==> src/design/tilemap_pkg.sv <==
package tilemap_pkg;

	////////////////////////////////////////
	// Fixed sizes
	////////////////////////////////////////

	// Bits per colour component
	localparam int COMPONENT_DEPTH = 4;

	// 32 x 32 tiles per layer
	localparam int MAP_WORDS = 1024;
	// 64 tiles, 8 rows of 8 nibbles each
	localparam int PATTERN_WORDS = 512;
	// 12-bit colours, red in the top nibble
	localparam int PALETTE_WORDS = 256;

	// CPU bus
	localparam int AXI_ADDR_WIDTH = 16;
	localparam int AXI_DATA_WIDTH = 32;
	localparam logic [1:0] RESP_OKAY = 2'b00;
	localparam logic [1:0] RESP_SLVERR = 2'b10;

	////////////////////////////////////////
	// Address map
	////////////////////////////////////////

	// Byte address of each region
	localparam logic [15:0] MAP0_BASE = 16'h0000;
	localparam logic [15:0] MAP1_BASE = 16'h1000;
	localparam logic [15:0] PAT0_BASE = 16'h2000;
	localparam logic [15:0] PAT1_BASE = 16'h3000;
	localparam logic [15:0] PALETTE_BASE = 16'h4000;
	localparam logic [15:0] CTRL_BASE = 16'h5000;

	// Control offsets, scroll x in 7..0 and y in 15..8
	localparam logic [11:0] CTRL_BG_SCROLL = 12'h000;
	localparam logic [11:0] CTRL_FG_SCROLL = 12'h004;
	localparam logic [11:0] CTRL_LAYER_MASK = 12'h008;

	////////////////////////////////////////
	// Types
	////////////////////////////////////////

	// Memory that a CPU write lands in
	typedef enum logic [2:0] {
		TGT_MAP0,
		TGT_MAP1,
		TGT_PAT0,
		TGT_PAT1,
		TGT_PALETTE
	} mem_target_e;

	// Single-cycle write broadcast
	typedef struct packed {
		logic valid;
		mem_target_e target;
		logic [9:0] addr;
		logic [31:0] data;
	} mem_wr_t;

	// One pixel slot of the raster
	typedef struct packed {
		logic [8:0] x;
		logic [8:0] y;
		logic hsync_n;
		logic vsync_n;
		logic active;
	} beam_t;

	// Code 0 is transparent
	typedef struct packed {
		logic [3:0] bank;
		logic [3:0] code;
	} layer_px_t;

	typedef struct packed {
		logic [7:0] x;
		logic [7:0] y;
	} scroll_t;

	// Idle slot for pipeline reset, outside every active range
	localparam beam_t BEAM_IDLE = '{x: '1, y: '1, hsync_n: 1'b1, vsync_n: 1'b1, active: 1'b0};

endpackage
==> src/design/palette_lookup.sv <==
module palette_lookup
	import tilemap_pkg::*;
#(
	parameter int V_ACTIVE = 224
) (
	input logic clk,
	input logic reset,
	input logic [7:0] color_index,
	input beam_t beam,
	input mem_wr_t mem_wr,
	output logic [COMPONENT_DEPTH-1:0] vid_red,
	output logic [COMPONENT_DEPTH-1:0] vid_green,
	output logic [COMPONENT_DEPTH-1:0] vid_blue,
	output logic vid_hsync_n,
	output logic vid_vsync_n,
	output logic vid_hblank_n,
	output logic vid_vblank_n
);

	// Red, green, blue from high to low nibble
	logic [3*COMPONENT_DEPTH-1:0] palette_ram [PALETTE_WORDS];
	logic [3*COMPONENT_DEPTH-1:0] entry;

	always_ff @(posedge clk) begin
		if (mem_wr.valid && (mem_wr.target == TGT_PALETTE))
			palette_ram[mem_wr.addr[7:0]] <= mem_wr.data[3*COMPONENT_DEPTH-1:0];
	end

	assign entry = palette_ram[color_index];

	////////////////////////////////////////
	// Video output register
	////////////////////////////////////////

	always_ff @(posedge clk) begin
		if (reset) begin
			vid_red <= '0;
			vid_green <= '0;
			vid_blue <= '0;
			vid_hsync_n <= 1'b1;
			vid_vsync_n <= 1'b1;
			vid_hblank_n <= 1'b0;
			vid_vblank_n <= 1'b0;
		end else begin
			// Black outside the visible window
			vid_red <= beam.active ? entry[3*COMPONENT_DEPTH-1 -: COMPONENT_DEPTH] : '0;
			vid_green <= beam.active ? entry[2*COMPONENT_DEPTH-1 -: COMPONENT_DEPTH] : '0;
			vid_blue <= beam.active ? entry[COMPONENT_DEPTH-1:0] : '0;
			vid_hsync_n <= beam.hsync_n;
			vid_vsync_n <= beam.vsync_n;
			vid_hblank_n <= beam.active;
			vid_vblank_n <= (beam.y < V_ACTIVE);
		end
	end

endmodule

==> config.mk <==
export PLATFORM = sky130hd
export DESIGN_NAME = palette_lookup
export DESIGN_NICKNAME = d
export VERILOG_FILES = /design/src/design/tilemap_pkg.sv /design/src/design/palette_lookup.sv
export SDC_FILE = /design/constraint.sdc
export NUM_CORES = 2
export LEC_CHECK = 0
export BUFFER_PORTS_ARGS = -buffer_cell sky130_fd_sc_hd__buf_2
export CAP_MARGIN = 5
export CORE_UTILIZATION = 40
export CTS_CLUSTER_DIAMETER = 150
export DETAILED_ROUTE_END_ITERATION = 8
export GPL_ROUTABILITY_DRIVEN = 0
export HOLD_SLACK_MARGIN = 0.15
export REMOVE_ABC_BUFFERS = 1
export SLEW_MARGIN = 20
export SYNTH_ARGS = -nofsm -noshare
export SYNTH_HDL_FRONTEND = slang
export SYNTH_SLANG_ARGS = --single-unit
==> constraint.sdc <==
create_clock -name clk -period 3.3 [get_ports clk]
set_input_delay 0.66 -clock clk [delete_from_list [all_inputs] [get_ports clk]]
set_output_delay 0.66 -clock clk [all_outputs]
set_load 0.02 [all_outputs]
==> metrics.md <==
| Metric | Value |
|---|---|
| Post-synth ARST share | 0 |
| Top_reg_cell synth | edfxtp_1 |
| RSZ-0062 raised after global routing | false |
| CTS tree | yes |
| Rel. slew slack | 0.3015 |
| Worst-Margin Slew | 1.048 ns |
| Flops & latches, synth | 3088 |
| Clock Skews | 0.04702 ns |
| DRT iter0 DRCs | 8577 |
| Initial antenna violation count | 22 |
| Final Critical Period | 3.015 ns |
| Die Height | 550.8 um |
| Post-CTS Setup Inserts | 0 |
| CP max-delay cell | o311ai_0 |
| H-tree depth | 5 |
| Layout area overhead | 17.86% |
| Dpl cells | 10290 |
| DR vias/cell | 5.840 |
| Worst-path clk slew | 0.06 ns |
| Total clock sinks | 3088 |
| Crit Path Class | input pin to flip-flop |
| Final Net Count | 6731 |
| Reg2reg setup slack | 0.58 ns |
| Reg2Reg Launch Point | palette_ram[137][5] |
| CTS root buf | clkbuf_16 |
| Sequential share of the synthesized area | 0.7685 |
| # IOs | 93 |
| Pint | 65120 uW |
| Top delay family on crit path | buffers and inverters |
| PwrDens | 584.8 nW/um^2 |
| # fillers | 24620 |
| Leakage | 0.04653 uW |
| EDFF count, synth | 3072 |
| Max Cap Viol | 0 |
| Share of cells above drive strength 1 | 0.2970 |
| WL per Instance | 31.93 um |
| Number of distinct library cells after synthesis | 79 |
| HPWL after DPL | 226200 um |
| Reg power frac | 0.520 |
| Die W | 550.8 um |
| Min-delay src | beam[0] |
| Initial Utilization | 0.4018 |
| Critical path startpoint category | input pin |
| CP max stage delay | 0.64 ns |
| Hold Slack | 0.2314 ns |
| Period utilisation layout | 0.9137 |
| Comb pwr share | 0.057 |
| CTS Hold Bufs | 5 |
| Avg Cell Area, Syn | 21.23 sq um |
| Final ANT Viol Nets | 0 |
| Critical path endpoint category | flip-flop |
| Multi-input logic area | 25250 sq um |
| Placement Rows | 201 |
| Setup-failing EPs final | 0 |
| Buf/Inv on CP | 6 |
| Router iterations before antenna repair | 5 |
| Die area | 303300 sq um |
| Hold WC Path Type | input pin to flip-flop |
| Vias in the first global route | 62960 |
| Reg-to-reg endpoint | vid_green[1] |
| Dpl ws | -0.5280 ns |
| Hold path cells | 3 |
| Final WL | 347200 um |
| Mapped Cells | 5673 |
| Critical Path RT | 4.11 ns |
| Ys Warns | 0 |
| Sw Ratio | 0.2157 |
| Reg2Reg Depth | 7 |
| VDD IR max | 0.4267 mV |
| GRT Total Usage | 0.2267 |
| Cts bufs inserted | 316 |
| CP Max Fanout | 21 |
| Critical path arrival | 3.82 ns |
| Setup slack after layout | 0.2846 ns |
| Setup_tns | 0 ns |
| Finished Layout Cells | 10880 |
| Vias | 63510 |
| Final Hold Fails | 0 |
| Post_cts resized | 0 |
| Hold EP | vid_hblank_n |
| Grt total ovfl | 0 |
| Final-report max-slew violation count | 0 |
| Core area | 299800 sq um |
| Clock Path Buffers | 4 |
| Critical-path cell list | buf_12 -> buf_12 -> buf_12 -> buf_12 -> mux2i_1 -> o22ai_1 -> nor2_1 -> o311ai_0 -> buf_4 -> o22ai_1 -> nor3_1 -> buf_4 -> a41o_1 |
| Outcome | finished clean |
| I/O Buffers | 56 |
| First-pass GRT wire length | 484800 um |
| Critical Path Most Common Cell | buf_12 |
| Clk_lat worst skew | 0.89 ns |
| Max Fclk | 331.6 MHz |
| FF+latch area | 92570 sq um |
| P_sw | 17910 uW |
| DRC | 0 |
| Syn Std Cell Area | 120500 sq um |
| Placed cell areas | 131800 sq um |
| Largest net degree at the start of global routing | 110 |
| Clock power share | 0.423 |
| Final instance area | 142000 sq um |
worst max-delay path by stage:
stage | startpoint | to | slack, ns | cells past startpoint
after floorplan | color_index[4] | vid_green[1] | -0.76 | 7
after global placement | color_index[0] | vid_green[1] | -0.57 | 12
after detailed placement | color_index[0] | vid_green[1] | -0.53 | 12
after CTS | color_index[0] | vid_green[1] | 0.38 | 12
after global routing | color_index[0] | vid_green[1] | 0.22 | 12
final | color_index[0] | vid_green[2] | 0.28 | 13
per-stage QoR:
step	power [uW]	util
detailed placement	48690	0.4397
global route	85070	0.4736
global placement	48620	0.4397
floorplan	45490	-
CTS	83470	0.4735
finish	83030	0.4736
layout by cell type, fill, tap and decap left out, types with 10 or more instances in the layout:
master	count
a211oi_1	14
buf_12	119
buf_4	827
a221oi_1	18
o21ai_0	60
clkbuf_16	324
mux2_2	14
dfxtp_1	16
nand3_1	59
nand2_1	106
nor2b_1	18
a21oi_1	82
nor2_1	352
mux2i_1	381
clkinv_1	65
a2111oi_0	10
clkbuf_1	61
and2_1	12
edfxtp_1	3072
o22ai_1	94
o221ai_1	115
clkinv_2	58
nand4_1	20
clkinvlp_4	15
buf_2	39
mux4_1	64
a22oi_1	47
mux4_2	562
bufinv_16	26
clkbuf_8	12
nor4_1	10
nor3_1	35
a311oi_1	11
a31oi_1	24
layer usage:
layer  global-route usage  up-vias  wire, um  share of wire
met3              0.03831      575     29870          0.086
met1               0.3119    33900    137800           0.40
li1                     -    25890         -              -
met4              0.07876        4     13030          0.038
met5                    0        -        23       0.000066
met2               0.3663     3149    166500           0.48
power groups by stage:
stage | clock network (uW) | registers (uW) | logic [uW]
2_1_floorplan | 0 | 44000 | 1490
3_3_place_gp | 0 | 44000 | 4630
3_5_place_dp | 0 | 44000 | 4690
4_1_cts | 35600 | 43200 | 4700
5_1_grt | 37000 | 43100 | 4880
6_report | 35100 | 43200 | 4720
layout make-up:
cell class / count / share of cell area
Antenna cell: 9 / 0.0001586
Multi-Input combinational cell: 2238 / 0.1778
Sequential cell: 3088 / 0.6520
Timing Repair Buffer: 1005 / 0.06376
Inverter: 5 / 0.0002027
Clock buffer: 390 / 0.05921
Clock inverter: 182 / 0.01192
Tap cell: 3958 / 0.03488
sequential cells by signal (all words and copies together) (netlist names):
register and count:
palette_ram 3072, vid_blue 4, vid_green 4, vid_hblank_n 1, vid_hsync_n 1, vid_red 4
vid_vblank_n 1, vid_vsync_n 1
synth_stat cells, drive strengths merged (11+ instances only):
library cell,number,area (sq um)
a22oi,47,352.8
nor3,36,180.2
buf,228,2167
nor2b,19,118.9
o221ai,117,1037
mux4,626,14340
edfxtp,3072,92250
a31oi,24,150.1
a211oi,14,105.1
nand3,59,295.3
nor2,355,1335
a221oi,18,157.7
a21oi,82,410.4
a2111oi,12,117.6
o21ai,66,330.3
nand2,107,401.6
o22ai,94,588.1
nor4,11,75.07
mux2,14,157.7
and2,15,93.84
clkbuf,112,500.5
nand4,20,125.1
dfxtp,16,320.3
mux2i,381,3814
a311oi,11,96.34
cells by family (layout without fill, tap and decap cells):
group / Yosys count / after routing / synth area share
buf+inv: 347 / 1582 / 0.02245
flops: 3088 / 3088 / 0.7685
mux: 1021 / 1021 / 0.1520
other cells: 0 / 9 / 0
simple gates: 651 / 651 / 0.02343
compound gates: 566 / 566 / 0.03366
worst min-delay path, cell delays in order:
cell and delay [ns]:
buf_2 0.09, nor2b_1 0.12, buf_4 0.18
(Power assumes the default switching activity.)
