## config.mk

```make
export PLATFORM = sky130hd
export DESIGN_NAME = video_timing
export DESIGN_NICKNAME = d
export VERILOG_FILES = /design/src/design/tilemap_pkg.sv /design/src/design/video_timing.sv
export SDC_FILE = /design/constraint.sdc
export NUM_CORES = 1
export LEC_CHECK = 0
export ABC_AREA = 1
export BUFFER_PORTS_ARGS = -buffer_cell sky130_fd_sc_hd__buf_4
export CORE_MARGIN = 1.5
export CORE_UTILIZATION = 55
export CTS_BUF_LIST = sky130_fd_sc_hd__clkbuf_4 sky130_fd_sc_hd__clkbuf_8
export CTS_CLUSTER_SIZE = 20
export DETAILED_ROUTE_END_ITERATION = 10
export PLACE_DENSITY = 0.81
export SYNTH_ARGS = -nofsm -noshare
export SYNTH_HDL_FRONTEND = slang
export SYNTH_SLANG_ARGS = --single-unit
```

## constraint.sdc

```tcl
create_clock -name clk -period 1.6 [get_ports clk]
set_input_delay 0 -clock clk [delete_from_list [all_inputs] [get_ports clk]]
set_output_delay 0 -clock clk [all_outputs]
set_load 0.02 [all_outputs]
```

## src/design/tilemap_pkg.sv

```systemverilog
package tilemap_pkg;

	////////////////////////////////////////
	// Fixed sizes
	////////////////////////////////////////

	// Bits per colour component
	localparam int COMPONENT_DEPTH = 4;

	// 32 x 32 tiles per layer
	localparam int MAP_WORDS = 1024;
	// 64 tiles, 8 rows of 8 nibbles each
	localparam int PATTERN_WORDS = 512;
	// 12-bit colours, red in the top nibble
	localparam int PALETTE_WORDS = 256;

	// CPU bus
	localparam int AXI_ADDR_WIDTH = 16;
	localparam int AXI_DATA_WIDTH = 32;
	localparam logic [1:0] RESP_OKAY = 2'b00;
	localparam logic [1:0] RESP_SLVERR = 2'b10;

	////////////////////////////////////////
	// Address map
	////////////////////////////////////////

	// Byte address of each region
	localparam logic [15:0] MAP0_BASE = 16'h0000;
	localparam logic [15:0] MAP1_BASE = 16'h1000;
	localparam logic [15:0] PAT0_BASE = 16'h2000;
	localparam logic [15:0] PAT1_BASE = 16'h3000;
	localparam logic [15:0] PALETTE_BASE = 16'h4000;
	localparam logic [15:0] CTRL_BASE = 16'h5000;

	// Control offsets, scroll x in 7..0 and y in 15..8
	localparam logic [11:0] CTRL_BG_SCROLL = 12'h000;
	localparam logic [11:0] CTRL_FG_SCROLL = 12'h004;
	localparam logic [11:0] CTRL_LAYER_MASK = 12'h008;

	////////////////////////////////////////
	// Types
	////////////////////////////////////////

	// Memory that a CPU write lands in
	typedef enum logic [2:0] {
		TGT_MAP0,
		TGT_MAP1,
		TGT_PAT0,
		TGT_PAT1,
		TGT_PALETTE
	} mem_target_e;

	// Single-cycle write broadcast
	typedef struct packed {
		logic valid;
		mem_target_e target;
		logic [9:0] addr;
		logic [31:0] data;
	} mem_wr_t;

	// One pixel slot of the raster
	typedef struct packed {
		logic [8:0] x;
		logic [8:0] y;
		logic hsync_n;
		logic vsync_n;
		logic active;
	} beam_t;

	// Code 0 is transparent
	typedef struct packed {
		logic [3:0] bank;
		logic [3:0] code;
	} layer_px_t;

	typedef struct packed {
		logic [7:0] x;
		logic [7:0] y;
	} scroll_t;

	// Idle slot for pipeline reset, outside every active range
	localparam beam_t BEAM_IDLE = '{x: '1, y: '1, hsync_n: 1'b1, vsync_n: 1'b1, active: 1'b0};

endpackage
```

## src/design/video_timing.sv

```systemverilog
module video_timing
	import tilemap_pkg::*;
#(
	parameter int H_ACTIVE = 288,
	parameter int H_TOTAL = 384,
	parameter int H_SYNC_WIDTH = 32,
	parameter int V_ACTIVE = 224,
	parameter int V_TOTAL = 264
) (
	input logic clk,
	input logic reset,
	output beam_t beam,
	output logic frame_start
);

	logic [8:0] x_count;
	logic [8:0] y_count;

	////////////////////////////////////////
	// Beam counters
	////////////////////////////////////////

	always_ff @(posedge clk) begin
		if (reset) begin
			x_count <= '0;
			y_count <= '0;
		end else if (x_count == H_TOTAL - 1) begin
			x_count <= '0;
			// Wrap to the top after the last line
			if (y_count == V_TOTAL - 1)
				y_count <= '0;
			else
				y_count <= y_count + 9'd1;
		end else begin
			x_count <= x_count + 9'd1;
		end
	end

	////////////////////////////////////////
	// Sync and active window
	////////////////////////////////////////

	always_comb begin
		beam.x = x_count;
		beam.y = y_count;
		// Sync right after the visible part of the line
		beam.hsync_n = !((x_count >= H_ACTIVE) && (x_count < H_ACTIVE + H_SYNC_WIDTH));
		// One sync line after the last visible line
		beam.vsync_n = (y_count != V_ACTIVE);
		beam.active = (x_count < H_ACTIVE) && (y_count < V_ACTIVE);
	end

	// First slot of the frame
	assign frame_start = (x_count == '0) && (y_count == '0);

	// Counters never pass their totals
	assert property (@(posedge clk) disable iff (reset)
		(x_count < H_TOTAL) && (y_count < V_TOTAL));

endmodule

```

==> results of run 1 <==
## per-stage QoR
stage                     power [W]  util (%)
after floorplan            0.000515         -
after global placement     0.000538      71.9
final                      0.000816      74.8
after CTS                  0.000819      74.5
after detailed placement   0.000542      71.9
after global routing       0.000848      74.8
## cells by family after synthesis
group,Yosys count,share of synthesized area [%]
buffers and inverters,23,8.47
and+or+nand+nor,103,45.7
AOI/OAI and AO/OA,12,6.15
adders and majority gates,4,4.64
DFF,18,33.4
xor gates and xnor gates,2,1.62
## where the power goes
part / internal, W / total, W / switching, W
combinational: 0.0000295 / 0.0000710 / 0.0000415
sequential: 0.000454 / 0.000463 / 0.00000841
clock: 0.000139 / 0.000283 / 0.000144
## state kept, by name (all words and copies together) (netlist names)
name     count
y_count      9
x_count      9
## layout make-up
type / count / area (sq um)
Fill cell: 156 / 449
Clock buffer: 4 / 36.3
Timing Repair Buffer: 24 / 183
Multi-Input combinational cell: 121 / 632
Inverter: 23 / 91.3
Sequential cell: 18 / 360
Tap cell: 25 / 31.3
## layer usage
layer | share of wire [%] | global-route usage [%] | vias up
met5 | 0 | 0 | -
met4 | 1.6 | 10.6 | 0
met3 | 2.9 | 4.62 | 6
met2 | 50 | 40.8 | 21
met1 | 46 | 34.1 | 503
li1 | - | - | 568
## critical path: stages, from the launching register on
cell	delay, ps
dfxtp_1	370
inv_1	110
ha_1	150
nand2_1	60
nor3_2	160
nand2_1	90
nor2_1	100
buf_4	150
## how the worst max path moves through the flow
stage / start / to / slack, ps / cells past startpoint
finish: y_count[0] / frame_start / 110 / 7
detailed placement: x_count[0] / y_count[7] / 160 / 8
global placement: x_count[0] / y_count[8] / 250 / 8
floorplan: x_count[0] / y_count[5] / 140 / 8
CTS: y_count[0] / frame_start / 40 / 7
global route: y_count[0] / frame_start / 8 / 7
## layout by cell type, fill, tap and decap left out
cell	n
a211oi_1	1
a21oi_1	5
a31oi_1	1
buf_4	23
clkbuf_4	3
clkbuf_8	1
clkinv_4	1
dfxtp_1	18
dlygate4sd3_1	1
ha_1	4
inv_1	20
inv_2	2
nand2_1	47
nand2_2	1
nand2_8	2
nand3_1	15
nand3_4	1
nand4_1	4
nor2_1	29
nor2_4	1
nor2_8	1
nor3_2	1
nor3b_1	1
o21ai_0	4
o21bai_1	1
xnor2_1	1
xor2_1	1
## repair_timing
action / 4_1_cts / 5_1_grt
setup endpoints to repair: 0 / 1
hold endpoints to repair: 2 / 0
gates resized for setup: 0 / 1
hold buffers: 1 / 0
==> impl_metrics.yaml, run 1 <==
status:
  status: "finished, final reports clean"
cts:
  cts_sinks: 18
  post_cts_buffers: 0
  cts_root_buf: "clkbuf_4"
  clk_pin_slew_ps: 110
  cts_buffer_depth: 2
  cts_made_buffers: 3
  clk_latency_ps: 290
  h-tree-depth: 1
  cts_tree: "yes"
yosys:
  synthArstFlopShare_pct: 0
  ys_seq_area_share_pct: 33.4
  synth-seq-cells: 18
  syn_nets: 168
  yosysTopAreaCell: "dfxtp_1"
  syn-cell-area_sq_um: 1080
  yosys_warnings: 0
  yosys.cell_types.count: 23
  postSynthCellCount: 162
  synth.most_common_cell: "nand2_1"
  synth_flop_cell: "dfxtp_1"
  synth_edf_count: 0
  synth_common_cells: "47 x nand2_1, 29 x nor2_1, 20 x inv_1"
  netlist.area_leader.share_pct: 33.4
  synth_area_leaders: "dfxtp_1 33%, nand2_1 16%, nor2_1 10%"
  syn_avg_cell_area_sq_um: 6.66
global_route:
  grt_pass1_vias: 979
  globalRouteTotalUtil_pct: 25.7
  grt_max_degree: 11
  grt_pass1_wl_um: 4110
  grt_overflow: 0
  antenna_found_initial: 0
timing:
  slew_headroom_pct: 75.1
  setup_slack_ps: 109
  hold_viol_final: 0
  rsz0062_at_grt: "no"
  tightestPinTransition_ps: 372
  skew_ps: 8.33
  setup_violations: 0
  period_minus_slack_ps: 1490
  drv_slew: 0
  fin_crit_sh_pct: 93.2
  finalSetupTns_ps: 0
  fmax_mhz: 671
  whs_ps: 458
floorplan:
  coreArea_sq_um: 1780
  die_h_um: 47.3
  start_util_pct: 60.5
  io_pins: 24
  dieArea_sq_um: 2240
  rows: 15
  die_w_um: 47.3
layout:
  finalNonFillerCells: 215
  n_antenna_cell: 0
  nNetsFinal: 197
  areaGrowthSynthToFinish_pct: 23.7
  final_cell_area_sq_um: 1330
  drive_gt1_share_pct: 19.5
min_path:
  worstHoldPathType: "primary input to flop"
  min_path_cells: 3
  hp-start: "reset"
  min_to: "y_count[4]"
worst_setup_path:
  end_kind: "output pin"
  rrSetupSlack_ps: 140
  required_ps: 1600
  cp_max_fo: 5
  rr_startpoint: "x_count[0]"
  startpoint_type: "flop"
  path_class: "flop to output pin"
  cp.arrival_ps: 1490
  reg2regPathDepth: 8
  reg2reg_to: "y_count[7]"
place:
  dp_hpwl_um: 1980
  placedCellCount: 210
  place.gp.congestion: 0.895
  placed_area_sq_um: 1280
  dp_slack_ps: 157
  portBuffers: 23
power_and_ir_drop:
  irDropWorstVdd_mv: 0.672
  p_leak_nw: 0.628
  powerDensity_nw_per_um2: 612
drt:
  drt-initial-drc-count: 39
  wire_per_inst_um: 11.8
  wl_um: 2540
  drc: 0
  detail-route-antenna-nets: 0
  routed-via-count: 1098
  via_per_inst: 5.11
  firstDrtPassIters: 4
flow_run:
  drv_cap: 0
No activity file was read; power rests on OpenSTA's default activity.
==> run 2, diff against run 1 <==
--- a/config.mk
+++ b/config.mk
@@ -14,2 +14,3 @@
 export DETAILED_ROUTE_END_ITERATION = 10
+export HOLD_SLACK_MARGIN = 0.03
 export PLACE_DENSITY = 0.81
--- a/constraint.sdc
+++ b/constraint.sdc
@@ -3,2 +3,2 @@
 set_output_delay 0 -clock clk [all_outputs]
-set_load 0.02 [all_outputs]
+set_load 0.05 [all_outputs]
==> run 2 against run 1 <==
Compared with the run above:
- clock-buffer cell count is the same
- clock skew down 5.3 ps
- worst hold slack got worse by 20 ps
- non-clock buffer count is the same
- clock power is essentially flat
- utilization grew 0.70 points
- worst setup slack lost 2.1 ps
- critical endpoint unchanged
==> impl_metrics.yaml, run 2 (synthesized netlist as in run 1, its figures left out) <==
timing:
  finalSetupTns_ps: 0
  tightestPinTransition_ps: 368
  skew_ps: 2.99
  setup_violations: 0
  fmax_mhz: 670
  rsz0062_at_grt: "no"
  fin_crit_sh_pct: 93.3
  slew_headroom_pct: 75.4
  period_minus_slack_ps: 1490
  drv_slew: 0
  whs_ps: 438
  hold_viol_final: 0
worst_setup_path:
  worstPathBufferInverterCount: 2
  startpoint_type: "flop"
  cp_cell_sequence: "inv_1 -> ha_1 -> nand2_1 -> nor3_2 -> nand2_1 -> nor2_2 -> buf_4"
  end_kind: "output pin"
  cpMaxStageDelayCell: "dfxtp_2"
  timing.critical_path.mode_cell: "nand2_1"
  required_ps: 1600
  cp.arrival_ps: 1490
  rrSetupSlack_ps: 230
  path_class: "flop to output pin"
  cp_max_fo: 5
  cp_top_family: "simple AND/OR/NAND/NOR gates"
  cpPeakStageDelay_ps: 360
drt:
  routed-via-count: 1117
  wire_per_inst_um: 11.5
  drt-initial-drc-count: 29
  drc: 0
  dr.max_layer_used: "met4"
  wl_met3_um: 113
  wl_met2_um: 1180
  firstDrtPassIters: 4
  wl_um: 2480
  wl_met1_um: 1160
  via_per_inst: 5.20
  detail-route-antenna-nets: 0
power_and_ir_drop:
  finalPower_w: 0.000843
  p_leak_nw: 0.630
  irDropWorstVdd_mv: 0.649
  powerDensity_nw_per_um2: 626
floorplan:
  die_h_um: 47.3
  start_util_pct: 60.5
  dieArea_sq_um: 2240
  coreArea_sq_um: 1780
  rows: 15
  die_w_um: 47.3
  io_pins: 24
layout:
  top_regs: "x_count (9), y_count (9)"
  nFillCells: 152
  post-route-util_pct: 75.5
  nNetsFinal: 197
  mostFrequentLayoutCells: "47 x nand2_1, 28 x nor2_1, 23 x buf_4"
  areaGrowthSynthToFinish_pct: 24.8
  n_antenna_cell: 0
  layout_commonest_cell: "nand2_1"
  drive_gt1_share_pct: 22.6
  finalNonFillerCells: 215
global_route:
  globalRouteTotalUtil_pct: 24.8
  antenna_found_initial: 0
  grt_pass1_wl_um: 3920
  grt_overflow: 0
  grt_pass1_vias: 900
  grt_max_degree: 11
cts:
  cts_sinks: 18
  post_cts_buffers: 0
  cts_buffer_depth: 2
  clk_latency_ps: 290
  h-tree-depth: 1
  cts_root_buf: "clkbuf_4"
  clk_pin_slew_ps: 110
  cts_tree: "yes"
  cts_made_buffers: 3
status:
  status: "finished, final reports clean"
place:
  placedCellCount: 210
  place.gp.congestion: 0.892
  portBuffers: 23
  dp_hpwl_um: 1920
flow_run:
  drv_cap: 0
min_path:
  worstHoldPathType: "primary input to flop"
## run 2: changes by cell type in the layout (fill, tap and decap cells not counted)
cell | previous run | this run
dfxtp_2 | 0 | 4
nor2_1 | 29 | 28
a211oi_1 | 1 | 0
a211oi_2 | 0 | 1
dfxtp_1 | 18 | 14
nor2_2 | 0 | 1
## run 2: per-stage QoR
step | cell area (sq um) | worst slack (ps)
2_1_floorplan | 1090 | 64.7
3_3_place_gp | 1290 | 293
3_5_place_dp | 1290 | 249
4_1_cts | 1340 | 27.8
5_1_grt | 1350 | 20.0
6_report | 1350 | 107
## run 2: final cells by class
| type | instances | area (sq um) | area share (%) |
|---|---|---|---|
| sequential | 18 | 365 | 27.1 |
| multi-input combinational | 121 | 639 | 47.5 |
| timing repair buffer | 24 | 183 | 13.6 |
| inverter | 23 | 91.3 | 6.78 |
| clock buffer | 4 | 36.3 | 2.70 |
| tap | 25 | 31.3 | 2.32 |
## run 2: final timing paths
path | from | end | depth (start not counted)
setup / recovery | y_count[0] | frame_start | 7
hold / removal | reset | y_count[2] | 3
hold reg to reg | x_count[0] | x_count[0] | 1
setup reg to reg | x_count[0] | y_count[5] | 8
## run 2: metal layers
| layer | up-vias | GRT usage (%) |
|---|---|---|
| li1 | 572 | - |
| met1 | 507 | 34.4 |
| met2 | 36 | 40.0 |
| met3 | 2 | 3.46 |
| met4 | 0 | 6.67 |
| met5 | - | 0 |
## run 2: power by group
group	leakage, nW	switching, W	internal (W)
Combinational	0.462	0.0000649	0.0000310
Sequential	0.147	0.00000845	0.000455
Clock	0.0210	0.000145	0.000138
Total	0.630	0.000218	0.000625
## run 2: repair_timing
action,4_1_cts,5_1_grt
resized for setup,0,1
hold buffers,1,0
setup endpoints to repair,0,1
hold endpoints to repair,3,0
## run 2: worst min-delay path: stages
cell           delay [ps]
dlygate4sd3_1         540
buf_4                 120
a21oi_1                40
