--- src/design/tilemap_pkg.sv ---
package tilemap_pkg;

	////////////////////////////////////////
	// Fixed sizes
	////////////////////////////////////////

	// Bits per colour component
	localparam int COMPONENT_DEPTH = 4;

	// 32 x 32 tiles per layer
	localparam int MAP_WORDS = 1024;
	// 64 tiles, 8 rows of 8 nibbles each
	localparam int PATTERN_WORDS = 512;
	// 12-bit colours, red in the top nibble
	localparam int PALETTE_WORDS = 256;

	// CPU bus
	localparam int AXI_ADDR_WIDTH = 16;
	localparam int AXI_DATA_WIDTH = 32;
	localparam logic [1:0] RESP_OKAY = 2'b00;
	localparam logic [1:0] RESP_SLVERR = 2'b10;

	////////////////////////////////////////
	// Address map
	////////////////////////////////////////

	// Byte address of each region
	localparam logic [15:0] MAP0_BASE = 16'h0000;
	localparam logic [15:0] MAP1_BASE = 16'h1000;
	localparam logic [15:0] PAT0_BASE = 16'h2000;
	localparam logic [15:0] PAT1_BASE = 16'h3000;
	localparam logic [15:0] PALETTE_BASE = 16'h4000;
	localparam logic [15:0] CTRL_BASE = 16'h5000;

	// Control offsets, scroll x in 7..0 and y in 15..8
	localparam logic [11:0] CTRL_BG_SCROLL = 12'h000;
	localparam logic [11:0] CTRL_FG_SCROLL = 12'h004;
	localparam logic [11:0] CTRL_LAYER_MASK = 12'h008;

	////////////////////////////////////////
	// Types
	////////////////////////////////////////

	// Memory that a CPU write lands in
	typedef enum logic [2:0] {
		TGT_MAP0,
		TGT_MAP1,
		TGT_PAT0,
		TGT_PAT1,
		TGT_PALETTE
	} mem_target_e;

	// Single-cycle write broadcast
	typedef struct packed {
		logic valid;
		mem_target_e target;
		logic [9:0] addr;
		logic [31:0] data;
	} mem_wr_t;

	// One pixel slot of the raster
	typedef struct packed {
		logic [8:0] x;
		logic [8:0] y;
		logic hsync_n;
		logic vsync_n;
		logic active;
	} beam_t;

	// Code 0 is transparent
	typedef struct packed {
		logic [3:0] bank;
		logic [3:0] code;
	} layer_px_t;

	typedef struct packed {
		logic [7:0] x;
		logic [7:0] y;
	} scroll_t;

	// Idle slot for pipeline reset, outside every active range
	localparam beam_t BEAM_IDLE = '{x: '1, y: '1, hsync_n: 1'b1, vsync_n: 1'b1, active: 1'b0};

endpackage
--- src/design/layer_mixer.sv ---
module layer_mixer
	import tilemap_pkg::*;
#(
	parameter int BACKGROUND_LAYER_PRIORITY = 2,
	parameter int FOREGROUND_LAYER_PRIORITY = 3
) (
	input logic clk,
	input logic reset,
	input layer_px_t bg_pixel,
	input layer_px_t fg_pixel,
	input beam_t beam,
	input logic [1:0] disable_mask,
	output logic [7:0] color_index,
	output beam_t beam_out
);

	logic bg_candidate;
	logic fg_candidate;
	logic fg_wins;

	////////////////////////////////////////
	// Layer selection
	////////////////////////////////////////

	// Opaque and not masked off
	assign bg_candidate = (bg_pixel.code != 4'd0) && !disable_mask[0];
	assign fg_candidate = (fg_pixel.code != 4'd0) && !disable_mask[1];

	// Alone, or outranking the background
	assign fg_wins = fg_candidate &&
		(!bg_candidate || (FOREGROUND_LAYER_PRIORITY > BACKGROUND_LAYER_PRIORITY));

	always_ff @(posedge clk) begin
		if (reset) begin
			color_index <= '0;
			beam_out <= BEAM_IDLE;
		end else begin
			beam_out <= beam;
			if (fg_wins)
				color_index <= {fg_pixel.bank, fg_pixel.code};
			else if (bg_candidate)
				color_index <= {bg_pixel.bank, bg_pixel.code};
			else
				// Nothing opaque, backdrop colour
				color_index <= '0;
		end
	end

	// Equal priorities would make the order undefined
	assert property (@(posedge clk)
		BACKGROUND_LAYER_PRIORITY != FOREGROUND_LAYER_PRIORITY);

endmodule

--- config.mk ---
export PLATFORM = sky130hd
export DESIGN_NAME = layer_mixer
export DESIGN_NICKNAME = d
export VERILOG_FILES = /design/src/design/tilemap_pkg.sv /design/src/design/layer_mixer.sv
export SDC_FILE = /design/constraint.sdc
export NUM_CORES = 1
export LEC_CHECK = 0
export ABC_AREA = 1
export BUFFER_PORTS_ARGS = -buffer_cell sky130_fd_sc_hd__buf_2
export CAP_MARGIN = 20
export CORE_AREA = 5 5 56 58
export DETAILED_ROUTE_END_ITERATION = 10
export DIE_AREA = 0 0 61 63
export HOLD_SLACK_MARGIN = 0.06
export PLACE_DENSITY = 0.76
export SYNTH_ARGS = -nofsm -noshare
export SYNTH_HDL_FRONTEND = slang
export SYNTH_SLANG_ARGS = --single-unit
--- constraint.sdc ---
create_clock -name clk -period 1.1 [get_ports clk]
set_clock_uncertainty 0.1 [all_clocks]
set_input_delay 0.11 -clock clk [delete_from_list [all_inputs] [get_ports clk]]
set_output_delay 0.11 -clock clk [all_outputs]
set_load 0.01 [all_outputs]
==> flow_summary_export.csv, run 1 <==
group,metric,value,unit
power_and_ir_drop,power.switching,0.480,mW
critical_path,path_cells,"dlygate4sd3_1 -> nor2_1 -> nand2_1 -> nand3_1 -> nand2_1 -> inv_1 -> nor2_1",
floorplan,rows,19,
clock_network,post_cts_buffers,0,
job,cap_violations,0,
synthesis,synth_cell_types,11,
floorplan,pin_count,70,
critical_path,worstPathMaxFanout,4,
timing,tightestPinTransition,0.299,ns
final_layout,multi_input_area,337,sq um
clock_network,cts.sinks,29,
final_layout,stdcell_count,243,
global_routing,overflow,0,
floorplan,start_util,37.2,%
drt,ant_nets,0,
final_layout,fin_nets,253,
power_and_ir_drop,internal-power,1.64,mW
power_and_ir_drop,clockPowerShare,28.9,%
clock_network,htreeDepth,2,
critical_path,crit_family,"buffers and inverters",
synthesis,ys_seq_area_share,59.6,%
clock_network,cts_tree,"done",
global_routing,antenna_found_initial,0,
final_layout,drive_above_1_share,43.4,%
timing,maxSlewViolCount,0,
synthesis,syn-instance-count,106,
clock_network,clk_pin_slew,0.08,ns
final_layout,regArea,581,sq um
timing,relSlewSlack,80.0,%
final_layout,syn_to_final_growth,79.9,%
final_layout,layout_commonest_cell,"buf_2",
final_layout,layout_common_cells,"65 x buf_2, 34 x dlygate4sd3_1, 29 x dfxtp_1",
critical_path,worst_path_largest_cell_delay,0.55,ns
timing,setup_tns,0,ns
critical_path,cp.arrival,1.11,ns
critical_path,end_kind,"flip-flop",
floorplan,die_w,61,um
synthesis,ys_warn_count,0,
drt,wl_per_cell,11.4,um
timing,finalCritPeriodShare,90.9,%
clock_network,cts_made_buffers,5,
synthesis,synth_nets,147,
global_routing,grt_max_degree,23,
critical_path,timing.critical_path.buf_inv,2,
timing,hold_viol_final,0,
clock_network,cts_buffer_depth,2,
drt,routed_wl,2780,um
global_routing,grt_use_total,15.0,%
synthesis,syn_area,973,sq um
final_layout,fillers,206,
drt,viasPerCell,4.44,
hold_path,hold_path_class,"input port to flip-flop",
synthesis,ys_ff_latch,29,
timing,finalSetupViolations,0,
floorplan,core-area,2620,sq um
floorplan,fp.dieArea,3840,sq um
placed_design,dp_hpwl,1810,um
timing,fmax,1000,MHz
placed_design,io_buffers,69,
power_and_ir_drop,ir_drop,0.000943,V
placed_design,place_inst,203,
critical_path,slowest_stage,"dlygate4sd3_1",
power_and_ir_drop,powerDensity,1210,nW/um^2
synthesis,syn_area_per_cell,9.18,sq um
placed_design,routabilityCongestion,0.756,
drt,dr.pass1.iters,4,
final_layout,antennaDiodeCount,0,
power_and_ir_drop,switching_share,22.6,%
drt,first_iter_violations,13,
drt,vias,1078,
drt,drc,0,
power_and_ir_drop,pwr-share-comb,18.1,%
global_routing,grt_pass1_vias,1138,
power_and_ir_drop,seq_power_share,53.1,%
critical_path,cp-start-kind,"input port",
global_routing,grt_pass1_wl,4380,um
timing,rsz0062_at_grt,"false",
clock_network,cts_root_buf,"clkbuf_4",
critical_path,path_class,"input port to flip-flop",
floorplan,fp.dieH,63,um
critical_path,crit_required,1.21,ns
status,outcome,"finished clean",
timing,period_needed,1.00,ns
power_and_ir_drop,p_leak,0.909,nW
## path summary, 6_finish.rpt
kind | start | end | cells after the start
max | bg_pixel[3] | color_index[7]$_SDFF_PP0_ | 7
min | fg_pixel[2] | color_index[2]$_SDFF_PP0_ | 4
## sequential cells by signal, summed over array words and instances, names as in the netlist
name	cells
beam_out	21
color_index	8
## repair_timing
action                     in CTS  in global routing
setup endpoints to repair       0                  4
hold buffers                   37                  0
resized for setup               0                  3
hold endpoints to repair       29                  0
## metrics by stage
stage	cell area, sq um	utilization (%)	setup slack (ns)	power (mW)	hold WS [ns]
floorplan	973	-	0.317	1.29	0.114
global placement	1340	51.2	0.0606	1.42	0.193
detailed placement	1340	51.2	0.0248	1.43	0.194
CTS	1760	67.5	0.0398	2.16	0.0739
global route	1750	67.0	0.0299	2.24	0.133
finish	1750	67.0	0.0997	2.12	0.113
## cell families after synthesis
group,after synthesis,synth area share [%]
and+or+nand+nor,62,32.3
AOI/OAI and AO/OA,3,2.31
DFF,29,59.6
buffers and inverters,12,5.78
## cell type report
| type | count | share of cell area, % |
|---|---|---|
| inverters | 8 | 1.71 |
| flip-flops and latches | 29 | 33.1 |
| multi-input cells | 65 | 19.2 |
| clock buffers | 7 | 3.14 |
| well taps | 31 | 2.21 |
| repair buffers | 103 | 40.6 |
## metal layers
metal | vias up | GRT usage (%) | wire length, um
li1 | 535 | - | -
met1 | 474 | 12.7 | 877
met2 | 61 | 29.4 | 1530
met3 | 8 | 4.55 | 314
met4 | 0 | 7.05 | 59
met5 | - | 0 | 0
## synth_stat cells (all sizes together)
| cell type | number | share of area (%) |
|---|---|---|
| nand3 | 4 | 2.1 |
| or2 | 20 | 13 |
| nand3b | 7 | 5.4 |
| a22oi | 3 | 2.3 |
| nand2 | 17 | 6.6 |
| clkbuf | 2 | 0.77 |
| nor2 | 14 | 5.4 |
| dfxtp | 29 | 60 |
| buf | 2 | 1.9 |
| inv | 8 | 3.1 |
## power groups by stage
stage / logic (mW) / clock network (mW) / registers (mW)
detailed placement: 0.282 / 0 / 1.15
finish: 0.383 / 0.612 / 1.12
CTS: 0.383 / 0.649 / 1.12
global placement: 0.277 / 0 / 1.15
floorplan: 0.106 / 0 / 1.18
global route: 0.422 / 0.687 / 1.13
Power figures use the tool's default switching activity.
==> inputs of run 2 (changes only) <==
- SETUP_SLACK_MARGIN: default -> 0.1
==> run 2 against run 1 <==
Net effect:
- critical path depth shrank 6
- power grew 0.56%
- critical path type is now flip-flop to primary output
- critical endpoint is now beam_out[11]
- sequential share of layout area grew 0.096 points
- non-clock buffer count grew 4
- clock power is essentially flat
- cell area grew 1.2%
==> flow_summary_export.csv, run 2 (synthesized netlist as in run 1, its figures left out) <==
group,metric,value,unit
timing,fmax,1040,MHz
final_layout,post-route-util,67.8,%
status,outcome,"finished clean",
timing,finalCritPeriodShare,87.6,%
power_and_ir_drop,power,2.13,mW
clock_network,htreeDepth,2,
critical_path,slowest_stage,"dfxtp_2",
timing,rsz0062_at_grt,"true",
drt,viasPerCell,4.43,
global_routing,grt_max_degree,23,
critical_path,cp_num_cells,1,
timing,maxSlewViolCount,0,
floorplan,pin_count,70,
floorplan,fp.dieH,63,um
critical_path,end_kind,"primary output",
critical_path,crit_required,0.89,ns
timing,tightestPinTransition,0.305,ns
critical_path,path_class,"flip-flop to primary output",
placed_design,routabilityCongestion,0.756,
clock_network,cts_made_buffers,5,
placed_design,dp_hpwl,1810,um
clock_network,cts_buffer_depth,2,
global_routing,grt_use_total,15.1,%
drt,first_iter_violations,25,
final_layout,fin_nets,257,
drt,drc,0,
critical_path,worst_path_largest_cell_delay,0.32,ns
final_layout,largest_reg_flops,21,
hold_path,hold_depth,4,
global_routing,grt_pass1_wl,4410,um
clock_network,cts_root_buf,"clkbuf_4",
timing,hold_viol_final,0,
final_layout,layout_common_cells,"69 x buf_2, 37 x dlygate4sd3_1, 22 x dfxtp_1",
final_layout,biggestRegsByFlops,"beam_out: 21 flops, color_index: 8 flops",
critical_path,crit_family,"flip-flops",
drt,dr.pass1.iters,4,
critical_path,path_cells,"buf_2",
power_and_ir_drop,ir_drop,0.000949,V
timing,fin_hold_ws,0.111,ns
floorplan,start_util,37.2,%
drt,routed_wl,2870,um
power_and_ir_drop,p_leak,0.897,nW
global_routing,grt_pass1_vias,1118,
timing,period_needed,0.964,ns
drt,vias,1093,
global_routing,overflow,0,
timing,finalSetupViolations,0,
job,cap_violations,0,
critical_path,timing.critical_path.buf_inv,1,
final_layout,drive_above_1_share,47.7,%
global_routing,antenna_found_initial,0,
floorplan,rows,19,
floorplan,core-area,2620,sq um
timing,setup_tns,0,ns
final_layout,syn_to_final_growth,82.1,%
power_and_ir_drop,powerDensity,1200,nW/um^2
placed_design,place_area,1340,sq um
drt,ant_nets,0,
hold_path,hold_path_class,"input port to flip-flop",
floorplan,die_w,61,um
final_layout,layout_commonest_cell,"buf_2",
floorplan,fp.dieArea,3840,sq um
drt,wl_per_cell,11.6,um
clock_network,cts.sinks,29,
final_layout,postLayoutCellArea,1770,sq um
final_layout,largest-register,"beam_out",
clock_network,clk_pin_slew,0.08,ns
critical_path,cp-start-kind,"flip-flop",
critical_path,worstPathMaxFanout,1,
placed_design,io_buffers,69,
final_layout,antennaDiodeCount,0,
critical_path,cp.arrival,0.75,ns
clock_network,cts_tree,"done",
timing,relSlewSlack,79.6,%
[run 2: changes by cell type in the layout (fill, tap and decap cells not counted)]
cell / before / now
buf_2: 65 / 69
dlygate4sd3_1: 34 / 37
dfxtp_2: 0 / 7
dlymetal6s4s_1: 3 / 0
dfxtp_1: 29 / 22
[run 2: final timing paths]
check	from	end	slack (ns)
setup / recovery	beam_out[11]$_SDFF_PP1_	beam_out[11]	0.14
hold / removal	fg_pixel[2]	color_index[2]$_SDFF_PP0_	0.11
[run 2: per-stage QoR]
step	setup WS (ns)	std cells
after global routing	0.0975	247
after detailed placement	0.0248	203
after global placement	0.0606	203
after CTS	0.107	247
final	0.136	247
after floorplan	0.317	106
[run 2: area by class of cell]
cell class / count / area [sq um]
Inverter: 8 / 30.0
Multi-Input combinational cell: 65 / 337
Timing Repair Buffer: 107 / 723
Clock buffer: 7 / 55.1
Sequential cell: 29 / 589
Tap cell: 31 / 38.8
Fill cell: 215 / 842
[run 2: metal layers]
layer  global-route usage [%]  share of wire, %
met5                        0                 0
met4                     6.23               1.4
met3                     4.96                12
met2                     29.5                54
met1                     13.0                33
[run 2: power by group]
part	total (mW)	switching (mW)	internal [mW]
logic	0.389	0.159	0.230
clock network	0.615	0.313	0.301
registers	1.13	0.0138	1.11
[run 2: what timing repair did]
| action | in CTS | in global routing |
|---|---|---|
| setup buffers | 0 | 0 |
| hold buffers | 37 | 0 |
| resized for setup | 0 | 7 |
| hold endpoints to repair | 29 | 0 |
| setup endpoints to repair | 0 | 7 |
==> inputs of run 3 (changes only) <==
- CORE_AREA: 5 5 56 58 -> 5 5 55 57
- CTS_BUF_LIST: default -> sky130_fd_sc_hd__clkbuf_4
- DIE_AREA: 0 0 61 63 -> 0 0 60 62
- PLACE_DENSITY: 0.76 -> 0.78
- clock period: 1.1 -> 0.98 ns (I/O delays scaled with it)
==> run 3 against run 2 <==
Net effect:
- the run now ends with negative hold slack, negative setup slack left
- core utilization increased by 7.1 points
- first-iteration DRC count down 36%
- power increased by 11%
- cell area grew 2.8%
- sequential power grew 12%
- combinational power increased by 21%
- clock power up 3%
- critical path type unchanged
- critical endpoint is now beam_out[5]
==> flow_summary_export.csv, run 3 (synthesized netlist as in run 1, its figures left out) <==
group,metric,value,unit
clock_network,htreeDepth,2,
timing,relSlewSlack,80.3,%
final_layout,layout_commonest_cell,"buf_2",
placed_design,dp_hpwl,1870,um
critical_path,path_class,"flip-flop to primary output",
status,outcome,"complete, but fails checks",
placed_design,io_buffers,69,
final_layout,fin_nets,251,
drt,wl_per_cell,13.4,um
critical_path,crit_family,"flip-flops",
global_routing,grt_pass1_vias,1094,
placed_design,place_inst,204,
final_layout,stdcell_count,241,
critical_path,worstPathMaxFanout,1,
drt,routed_wl,3230,um
clock_network,cts.sinks,29,
placed_design,routabilityCongestion,0.712,
timing,setup_tns,-0.00798,ns
floorplan,fp.dieH,62,um
global_routing,grt_pass1_wl,4580,um
final_layout,syn_to_final_growth,87.3,%
floorplan,die_w,60,um
clock_network,cts_root_buf,"clkbuf_4",
timing,finalCritPeriodShare,101,%
critical_path,worst_path_largest_cell_delay,0.34,ns
power_and_ir_drop,powerDensity,1300,nW/um^2
floorplan,pin_count,70,
final_layout,drive_above_1_share,51.7,%
critical_path,crit_required,0.78,ns
floorplan,rows,18,
clock_network,cts_hold_buf,32,
timing,hold_viol_final,2,
critical_path,path_cells,"buf_2",
global_routing,grt_use_total,17.5,%
critical_path,end_kind,"primary output",
drt,met1_length,937,um
drt,drc,0,
critical_path,startpoint,"beam_out[5]$_SDFF_PP1_",
timing,maxSlewViolCount,0,
drt,routed-wl-met3,320,um
clock_network,post_cts_buffers,0,
final_layout,fillers,157,
placed_design,place_area,1350,sq um
timing,period_needed,0.988,ns
timing,rsz0062_at_grt,"true",
timing,tightestPinTransition,0.295,ns
drt,dr.pass1.iters,4,
hold_path,holdCritStartpoint,"beam[16]",
final_layout,postLayoutCellArea,1820,sq um
final_layout,largest_reg_flops,21,
drt,dr_wl_met2,1850,um
status,violations,"negative hold slack, negative setup slack",
hold_path,hold_path_class,"input port to flip-flop",
drt,first_iter_violations,16,
timing,fin_hold_ws,-0.118,ns
critical_path,cp-start-kind,"flip-flop",
drt,vias,1090,
job,cap_violations,0,
drt,viasPerCell,4.52,
critical_path,timing.critical_path.buf_inv,1,
drt,dr.max_layer_used,"met4",
global_routing,grt_max_degree,23,
final_layout,biggestRegsByFlops,"beam_out: 21 flops, color_index: 8 flops",
timing,worst_slack,-0.00798,ns
global_routing,overflow,0,
final_layout,layout_common_cells,"58 x buf_2, 20 x dfxtp_1, 18 x or2_2, 18 x dlygate4sd3_1, 16 x nand2_1",
floorplan,start_util,40.0,%
floorplan,fp.dieArea,3720,sq um
critical_path,cp.arrival,0.79,ns
floorplan,core-area,2430,sq um
critical_path,slowest_stage,"dfxtp_1",
clock_network,cts_tree,"done",
drt,ant_nets,0,
final_layout,largest-register,"beam_out",
clock_network,cts_buffer_depth,2,
power_and_ir_drop,p_leak,1.01,nW
final_layout,antennaDiodeCount,0,
timing,fmax,1010,MHz
power_and_ir_drop,ir_drop,0.00102,V
clock_network,cts_made_buffers,5,
global_routing,antenna_found_initial,0,
clock_network,clk_pin_slew,0.08,ns
timing,finalSetupViolations,1,
==> run 3: changes by cell type in the layout (fill, tap and decap cells not counted), moves of 2 or more <==
cell and delta:
a22oi_1 -2, dfxtp_2 +2, buf_6 +9, dfxtp_1 -2, buf_4 +2, dlygate4sd3_1 -19
buf_2 -11, or2_2 -2, clkinv_1 +2, or2_4 +2, a22oi_2 +2, dlymetal6s4s_1 +13
==> run 3: path summary, 6_finish.rpt <==
kind | slack [ns] | cells after the start | to
setup / recovery | -0.008 | 1 | beam_out[5]
hold / removal | -0.12 | 2 | beam_out[16]$_SDFF_PP1_
==> run 3: timing repair <==
action	4_1_cts	5_1_grt
gates cloned	0	0
hold endpoints to repair	29	11
endpoints found under the setup margin	29	46
pin swaps	0	3
resized for setup	2	35
==> run 3: per-stage QoR <==
step | util, % | hold WS (ns) | power [mW] | setup WS, ns
6_report | 74.9 | -0.118 | 2.37 | -0.00798
5_1_grt | 74.9 | -0.128 | 2.52 | -0.0637
4_1_cts | 71.1 | -0.150 | 2.37 | -0.0127
3_5_place_dp | 55.6 | 0.182 | 1.61 | -0.0947
3_3_place_gp | 55.6 | 0.181 | 1.60 | -0.0361
2_1_floorplan | - | 0.102 | 1.45 | 0.209
==> run 3: layout make-up <==
| class | count | area (sq um) | share of cell area (%) |
|---|---|---|---|
| multi-input combinational | 65 | 357 | 19.6 |
| inverter | 8 | 30.0 | 1.65 |
| sequential | 29 | 592 | 32.5 |
| clock buffer | 5 | 37.5 | 2.06 |
| clock inverter | 3 | 12.5 | 0.686 |
| timing repair buffer | 101 | 757 | 41.5 |
| tap | 30 | 37.5 | 2.06 |
==> run 3: report_power, final <==
part | switching (mW) | internal (mW) | total (mW)
Sequential | 0.0205 | 1.25 | 1.27
Combinational | 0.188 | 0.283 | 0.471
Clock | 0.373 | 0.259 | 0.632
Total | 0.581 | 1.79 | 2.37
==> run 3: per-layer routing <==
metal / vias to the layer above / global-route usage, %
met5: - / 0
met4: 0 / 13.3
met3: 14 / 6.40
met2: 63 / 34.1
met1: 479 / 13.8
li1: 534 / -
